<file path="src/logic/rh11Pkg.sv">
// Shared RH11 DMA register widths, CS1 bit positions and device word views; import in every RTL block
package rh11Pkg;

   //////////////////////////////////////////////////////////////////////
   // Register widths
   //////////////////////////////////////////////////////////////////////

   // Device data bus, PDP-10 word
   localparam int DevWidth = 36;

   // Unibus address held in RHBA
   localparam int BaWidth = 18;

   // Word count held in RHWC
   localparam int WcWidth = 16;

   //////////////////////////////////////////////////////////////////////
   // RHCS1 bit positions, low 16 bits of the word
   //////////////////////////////////////////////////////////////////////

   // Go, starts the transfer
   localparam int Cs1GoBit = 0;

   // Interrupt enable
   localparam int Cs1IeBit = 6;

   // Controller ready
   localparam int Cs1RdyBit = 7;

   // Low bit of the two-bit bus address extension
   localparam int Cs1BaeLsb = 8;

   // Address advance per word moved, bytes
   localparam logic [BaWidth-1:0] BaStep = BaWidth'(2);

   //////////////////////////////////////////////////////////////////////
   // Device word, two decodings of the same 36 bits
   //////////////////////////////////////////////////////////////////////

   // CS1 field layout
   typedef struct packed
   {
      logic [19:0] unused;
      logic [5:0]  rsvd;
      logic [1:0]  bae;
      logic        rdy;
      logic        ie;
      logic [4:0]  fnc;
      logic        go;
   } cs1View_t;

   // Byte lanes of a 16-bit register write
   typedef struct packed
   {
      logic [19:0] unused;
      logic [7:0]  hi;
      logic [7:0]  lo;
   } byteView_t;

   // Counters read the byte view, the controller reads the CS1 view
   typedef union packed
   {
      cs1View_t  cs1;
      byteView_t bytes;
   } devWord_t;

endpackage
</file>
<file path="src/logic/rhDma.sv">
// RH11 DMA register block top: address and count registers beside the transfer controller
`timescale 1ns/100ps

module rhDma
(
   input  logic                           clk,
   input  logic                           rst,
   input  logic                           clr,
   input  logic                           devLoByte,
   input  logic                           devHiByte,
   input  logic [0:rh11Pkg::DevWidth-1]   devDataI,
   input  logic                           cs1Write,
   input  logic                           baWrite,
   input  logic                           wcWrite,
   input  logic                           xferWord,
   output logic [rh11Pkg::BaWidth-1:0]    rhBa,
   output logic [rh11Pkg::WcWidth-1:0]    rhWc,
   output logic [15:0]                    rhCs1,
   output logic                           rhRdy,
   output logic                           intr
);

   import rh11Pkg::*;

   // Bus word renumbered, PDP-10 bit 35 becomes bit 0
   devWord_t devWord;

   // One pulse per accepted drive word
   logic stepXfer;

   // Last word of the block
   logic wcWrap;

   assign devWord = devDataI;

   //////////////////////////////////////////////////////////////////////
   // Register instances
   //////////////////////////////////////////////////////////////////////

   rhBusAddr rhBusAddr_inst
   (
      .clk       (clk),
      .rst       (rst),
      .clr       (clr),
      .devLoByte (devLoByte),
      .devHiByte (devHiByte),
      .devData   (devWord),
      .baWrite   (baWrite),
      .cs1Write  (cs1Write),
      .rhRdy     (rhRdy),
      .stepXfer  (stepXfer),
      .rhBa      (rhBa)
   );

   rhWordCount rhWordCount_inst
   (
      .clk       (clk),
      .rst       (rst),
      .clr       (clr),
      .devLoByte (devLoByte),
      .devHiByte (devHiByte),
      .devData   (devWord),
      .wcWrite   (wcWrite),
      .stepXfer  (stepXfer),
      .rhWc      (rhWc),
      .wcWrap    (wcWrap)
   );

   // BAE readback comes from the top of the address
   rhXferCtrl rhXferCtrl_inst
   (
      .clk       (clk),
      .rst       (rst),
      .clr       (clr),
      .devLoByte (devLoByte),
      .devHiByte (devHiByte),
      .devData   (devWord),
      .cs1Write  (cs1Write),
      .xferWord  (xferWord),
      .wcWrap    (wcWrap),
      .baExt     (rhBa[17:16]),
      .stepXfer  (stepXfer),
      .rhRdy     (rhRdy),
      .intr      (intr),
      .rhCs1     (rhCs1)
   );

endmodule

</file>
<file path="src/logic/rhXferCtrl.sv">
// RH11 transfer control: GO/IE handling, step gating, completion interrupt and RHCS1 status word
`timescale 1ns/100ps

module rhXferCtrl
(
   input  logic               clk,
   input  logic               rst,
   input  logic               clr,
   input  logic               devLoByte,
   input  logic               devHiByte,
   input  rh11Pkg::devWord_t  devData,
   input  logic               cs1Write,
   input  logic               xferWord,
   input  logic               wcWrap,
   input  logic [1:0]         baExt,
   output logic               stepXfer,
   output logic               rhRdy,
   output logic               intr,
   output logic [15:0]        rhCs1
);

   import rh11Pkg::*;

   //////////////////////////////////////////////////////////////////////
   // CS1 low byte decode
   //////////////////////////////////////////////////////////////////////

   // Latched interrupt enable
   logic ieReg;

   // Low byte write accepted, idle only
   logic cs1LoLoad;

   // GO seen in an accepted write
   logic goStart;

   assign cs1LoLoad = cs1Write && devLoByte && rhRdy;
   assign goStart   = cs1LoLoad && devData.cs1.go;

   // Drive words count only while busy, no buffering
   assign stepXfer = xferWord && !rhRdy;

   //////////////////////////////////////////////////////////////////////
   // Ready, IE and interrupt state
   //////////////////////////////////////////////////////////////////////

   always_ff @(posedge clk or posedge rst)
   begin
      if (rst)
      begin
         rhRdy <= 1'b1;
         ieReg <= 1'b0;
         intr  <= 1'b0;
      end
      else if (clr)
      begin
         rhRdy <= 1'b1;
         ieReg <= 1'b0;
         intr  <= 1'b0;
      end
      else
      begin
         // One-cycle pulse after the last word
         intr <= wcWrap && ieReg;

         // IE taken from the same word as GO
         if (cs1LoLoad)
         begin
            ieReg <= devData.cs1.ie;
         end

         // GO and wrap cannot meet, wrap needs busy
         if (goStart)
         begin
            rhRdy <= 1'b0;
         end
         else if (wcWrap)
         begin
            rhRdy <= 1'b1;
         end
      end
   end

   //////////////////////////////////////////////////////////////////////
   // Status word
   //////////////////////////////////////////////////////////////////////

   always_comb
   begin
      rhCs1                    = '0;
      // GO self-clears, reads back as zero
      rhCs1[Cs1GoBit]          = 1'b0;
      rhCs1[Cs1IeBit]          = ieReg;
      rhCs1[Cs1RdyBit]         = rhRdy;
      // BAE is stored in the address register
      rhCs1[Cs1BaeLsb +: 2]    = baExt;
   end

   //////////////////////////////////////////////////////////////////////
   // Checks
   //////////////////////////////////////////////////////////////////////

   // Idle holds until an accepted GO
   xferRdyHold : assert property (@(posedge clk) disable iff (rst)
      (rhRdy && !goStart) |=> rhRdy)
   else
      $error("rhRdy fell without GO");

   // Interrupt only after the controller went ready
   xferIntrReady : assert property (@(posedge clk) disable iff (rst)
      intr |-> rhRdy)
   else
      $error("intr while busy");

   // BAE written through CS1 shows up in the status word
   xferBaeEcho : assert property (@(posedge clk) disable iff (rst)
      (cs1Write && devHiByte && rhRdy && !clr) |=>
         (rhCs1[Cs1BaeLsb +: 2] == $past(devData.cs1.bae)))
   else
      $error("BAE in rhCs1 does not match the CS1 write");

endmodule

</file>
<file path="src/logic/rhWordCount.sv">
// RHWC word count register: byte-lane CPU writes, count up per DMA word, flag the wrap to zero
`timescale 1ns/100ps

module rhWordCount
(
   input  logic                         clk,
   input  logic                         rst,
   input  logic                         clr,
   input  logic                         devLoByte,
   input  logic                         devHiByte,
   input  rh11Pkg::devWord_t            devData,
   input  logic                         wcWrite,
   input  logic                         stepXfer,
   output logic [rh11Pkg::WcWidth-1:0]  rhWc,
   output logic                         wcWrap
);

   import rh11Pkg::*;

   //////////////////////////////////////////////////////////////////////
   // Step and wrap
   //////////////////////////////////////////////////////////////////////

   // Count holds minus the words left
   logic wcStepEn;

   // A write on the step cycle cancels the step
   assign wcStepEn = stepXfer && !wcWrite;

   // Last word of the block, count about to reach zero
   assign wcWrap = wcStepEn && (rhWc == '1);

   //////////////////////////////////////////////////////////////////////
   // Count register
   //////////////////////////////////////////////////////////////////////

   always_ff @(posedge clk or posedge rst)
   begin
      if (rst)
      begin
         rhWc <= '0;
      end
      else if (clr)
      begin
         rhWc <= '0;
      end
      else if (wcWrite)
      begin
         // Lanes land independently
         if (devHiByte)
         begin
            rhWc[15:8] <= devData.bytes.hi;
         end
         if (devLoByte)
         begin
            rhWc[7:0] <= devData.bytes.lo;
         end
      end
      else if (wcStepEn)
      begin
         rhWc <= rhWc + 1'b1;
      end
   end

   //////////////////////////////////////////////////////////////////////
   // Checks
   //////////////////////////////////////////////////////////////////////

   // Unwritten step counts one word
   wcStepCount : assert property (@(posedge clk) disable iff (rst)
      (wcStepEn && !clr) |=> (rhWc == WcWidth'($past(rhWc) + 1'b1)))
   else
      $error("rhWc did not count one word on a step");

   // Wrap leaves an empty count behind
   wcWrapToZero : assert property (@(posedge clk) disable iff (rst)
      wcWrap |=> (rhWc == '0))
   else
      $error("rhWc not zero after wrap");

endmodule

</file>
<file path="src/logic/rhBusAddr.sv">
// RHBA bus address register: byte-lane CPU writes, BAE load from CS1, advance on each DMA word
`timescale 1ns/100ps

module rhBusAddr
(
   input  logic                         clk,
   input  logic                         rst,
   input  logic                         clr,
   input  logic                         devLoByte,
   input  logic                         devHiByte,
   input  rh11Pkg::devWord_t            devData,
   input  logic                         baWrite,
   input  logic                         cs1Write,
   input  logic                         rhRdy,
   input  logic                         stepXfer,
   output logic [rh11Pkg::BaWidth-1:0]  rhBa
);

   import rh11Pkg::*;

   //////////////////////////////////////////////////////////////////////
   // Write decode
   //////////////////////////////////////////////////////////////////////

   // Extension bits only move while the controller is idle
   logic baeLoad;

   // Either lane written blocks the step this cycle
   logic baStepEn;

   assign baeLoad  = cs1Write && devHiByte && rhRdy;
   assign baStepEn = stepXfer && !baWrite;

   //////////////////////////////////////////////////////////////////////
   // Address register
   //////////////////////////////////////////////////////////////////////

   always_ff @(posedge clk or posedge rst)
   begin
      if (rst)
      begin
         rhBa <= '0;
      end
      else if (clr)
      begin
         rhBa <= '0;
      end
      else
      begin
         // BAE from the CS1 high byte
         if (baeLoad)
         begin
            rhBa[17:16] <= devData.cs1.bae;
         end

         // CPU write wins over the step
         if (baWrite)
         begin
            if (devHiByte)
            begin
               rhBa[15:8] <= devData.bytes.hi;
            end
            if (devLoByte)
            begin
               rhBa[7:0] <= devData.bytes.lo;
            end
         end
         else if (baStepEn)
         begin
            // Wraps across all 18 bits, carry reaches BAE
            rhBa <= rhBa + BaStep;
         end
      end
   end

   //////////////////////////////////////////////////////////////////////
   // Checks
   //////////////////////////////////////////////////////////////////////

   // Unwritten step advances one word, modulo 2^18
   baStepAdvance : assert property (@(posedge clk) disable iff (rst)
      (baStepEn && !clr) |=> (rhBa == BaWidth'($past(rhBa) + BaStep)))
   else
      $error("rhBa did not advance by one word on a step");

endmodule

</file>
<file path="config.mk">
export PLATFORM = sky130hd
export DESIGN_NAME = rhDma
export DESIGN_NICKNAME = d
export VERILOG_FILES = /design/src/logic/rh11Pkg.sv /design/src/logic/rhDma.sv /design/src/logic/rhXferCtrl.sv /design/src/logic/rhWordCount.sv /design/src/logic/rhBusAddr.sv
export SDC_FILE = /design/constraint.sdc
export NUM_CORES = 1
export LEC_CHECK = 0
export ABC_CLOCK_PERIOD_IN_PS = 1800
export BUFFER_PORTS_ARGS = -buffer_cell sky130_fd_sc_hd__buf_2
export CORE_MARGIN = 2
export CORE_UTILIZATION = 45
export CTS_CLUSTER_DIAMETER = 40
export DETAILED_ROUTE_END_ITERATION = 16
export HOLD_SLACK_MARGIN = 0.12
export PLACE_DENSITY = 0.79
export REMOVE_ABC_BUFFERS = 1
export SYNTH_ARGS = -nofsm -noshare
export SYNTH_HDL_FRONTEND = slang
export SYNTH_SLANG_ARGS = --single-unit
</file>
<file path="constraint.sdc">
create_clock -name clk -period 1.8 [get_ports clk]
set_clock_uncertainty 0.15 [all_clocks]
set_input_delay 0.27 -clock clk [delete_from_list [all_inputs] [get_ports clk]]
set_output_delay 0.27 -clock clk [all_outputs]
set_load 0.02 [all_outputs]
</file>
==> results.ini <==
[placement]
port_buffers = 64
hpwl_um = 6040
dp_slack_ns = -0.0607
place_congestion = 0.903

[clock_tree]
root_buffer = clkbuf_8
cts_buffer_depth = 2
clk_pin_slew_ns = 0.07
cts_made_buffers = 5
insertion_delay_ns = 0.29
cts_sinks = 37
htreeDepth = 2
cts_tree = yes

[routing]
finalWirelength_um = 8170
drc = 0
vias = 2930
viasPerCell = 6.02
first_pass_iters = 5
drt-initial-drc-count = 308
wl_per_cell_um = 16.8
antenna_left = 0

[status]
status = finished clean

[setup_path]
cpPeakStageDelay_ns = 0.48
critPathMaxFanout = 4
critPathKind = reg -> reg
endpoint_kind = flop
required_ns = 1.85
worst_setup_path_start_kind = flop
cp.arrival_ns = 1.85
cpMaxStageDelayCell = or4_4
path_cells = nand4_2 -> or3_4 -> or4_4 -> o211ai_1

[logic_synthesis]
synth_seq_area_share_pct = 35.3
ys_async_sr_fraction_pct = 100
yosys-top-cells-count = dfrtp_1, nand2_1, a21oi_1
avgSynthCellArea_um2 = 8.56
synthCells = 307
synth_warnings = 0
synth_area_leader_cell = dfrtp_1
ys.flop_type = dfrtp_1
synth_top_area_share_pct = 34.3
synth.most_common_cell = dfrtp_1
synth_cell_type_count = 66
synth_area_leaders = dfrtp_1, buf_4, a21oi_1
synth_area_mm2 = 0.00263
synth_seq_cells = 37
synth_edf_count = 0

[grt]
first_global_vias = 2698
grt_pass1_wl_um = 13100
grt_overflow = 0
grt_max_degree = 38
grt_antenna_before_repair = 0
use_met1_pct = 37.0
grt_use_met2_pct = 39.3
grt.busiest_layer = met2
grt_util_all_layers_pct = 26.0
grt_use_met3_pct = 4.27

[sta]
max_freq_mhz = 556
whs_ns = 0.121
min_period_ns = 1.80
drv_slew = 0
setup_ws_ns = 0.00261
rsz0062_at_grt = yes
fin_crit_sh_pct = 99.9
final_hold_viol_count = 0
setup-violations-final = 0

[power]
p_leak_nw = 1.64
power_mw = 2.14
ir_drop_mv = 0.503
p_per_area_mw_per_mm2 = 617

[worst_hold_path]
hp-class = in -> reg

[finish]
fin_util_pct = 62.3
area_growth_pct = 32.1
fill_cells = 483
n_antenna_cell = 0
drive_gt1_share_pct = 37.8
fin_nets = 461

[floorplan]
dieHeight_um = 80.4
row_count = 27
die-area_mm2 = 0.00647
ios = 97
core_region_area_mm2 = 0.00557
initial_core_util_pct = 47.2
fp.dieW_um = 80.4

[flow_run]
drv_cap = 0

## report_power, final
part	switching (mW)	internal (mW)
Combinational	0.350	0.237
Clock	0.309	0.313
Sequential	0.0502	0.884
## state kept, by name, summed over array words and instances, names as in the netlist
register,flops
rhBusAddr_inst.rhBa,18
rhXferCtrl_inst.ieReg,1
rhXferCtrl_inst.rhRdy,1
rhXferCtrl_inst.intr,1
rhWordCount_inst.rhWc,16
## placed cells by master (no fill, tap or decap), types with 3 or more instances in the layout
master,instances
a21oi_1,23
a31oi_1,9
and2_1,5
and3_1,8
and4_4,3
buf_2,64
buf_4,57
clkbuf_8,6
conb_1,12
dfrtp_1,35
dlygate4sd3_1,4
inv_1,4
mux2i_1,6
nand2_1,25
nand2b_1,4
nand3_1,14
nand4_1,11
nor2_1,19
nor2b_1,3
nor3_1,7
o211ai_1,3
o21ai_0,14
o22ai_1,5
o31a_1,4
o31ai_1,3
or3_1,3
or3_4,3
or4_1,3
## critical path, delay by kind of cell, from the launching register on
| kind | cells | cell delay (ns) |
|---|---|---|
| AO/OA/AOI/OAI | 1 | 0.11 |
| flip-flops | 1 | 0.41 |
| AND/OR/NAND/NOR | 3 | 1.04 |
## cell families after synthesis
kind of cell / after synthesis / share of synthesized area [%]
simple gates: 131 / 28.9
compound gates: 85 / 21.1
buf+inv: 41 / 9.95
flops: 37 / 35.3
mux: 7 / 2.71
xor+xnor: 3 / 1.00
fa+ha+maj: 2 / 0.952
other cells: 1 / 0.143
## worst paths after layout
| check | cells after the start | slack [ns] | endpoint | startpoint |
|---|---|---|---|---|
| worst max register to register | 4 | 0.003 | rhWordCount_inst.rhWc[11]$_DFFE_PP0P_ | rhWordCount_inst.rhWc[2]$_DFFE_PP0P_ |
| worst min-delay path | 2 | 0.12 | rhWordCount_inst.rhWc[8]$_DFFE_PP0P_ | clr |
| min in group asynchronous | 4 | 0.48 | rhBusAddr_inst.rhBa[10]$_DFFE_PP0P_ | rst |
| max in group asynchronous | 4 | 0.65 | rhWordCount_inst.rhWc[0]$_DFFE_PP0P_ | rst |
| worst max-delay path | 4 | 0.003 | rhWordCount_inst.rhWc[11]$_DFFE_PP0P_ | rhWordCount_inst.rhWc[2]$_DFFE_PP0P_ |
| worst min register to register | 2 | 0.38 | rhBusAddr_inst.rhBa[0]$_DFFE_PP0P_ | rhBusAddr_inst.rhBa[0]$_DFFE_PP0P_ |
## timing repair
action                                  CTS  global route
endpoints found under the setup margin    4            20
hold endpoints to repair                 39             0
buffers inserted                          2             4
pin swaps                                 0            10
hold buffers                              4             0
resized for setup                         4            20
## area by class of cell
class	count	area, µm²	area share, %
flip-flops and latches	37	928	26.7
well taps	72	90.1	2.59
repair buffers	126	808	23.3
inverters	4	15.0	0.432
clock buffers	8	90.1	2.59
multi-input cells	240	1540	44.4
## metal layers
layer	vias to the layer above	share of wire, %
li1	1348	-
met1	1413	44
met2	146	47
met3	23	7.3
met4	0	2.5
met5	-	0
## through the flow
stage	setup TNS [ns]	std cells	cell area [µm²]
6_report	0	487	3470
5_1_grt	-0.209	487	3470
4_1_cts	0	483	3390
3_5_place_dp	-0.0709	469	3240
3_3_place_gp	0	469	3240
2_1_floorplan	-1.55	281	2420
(Power assumes the default switching activity.)
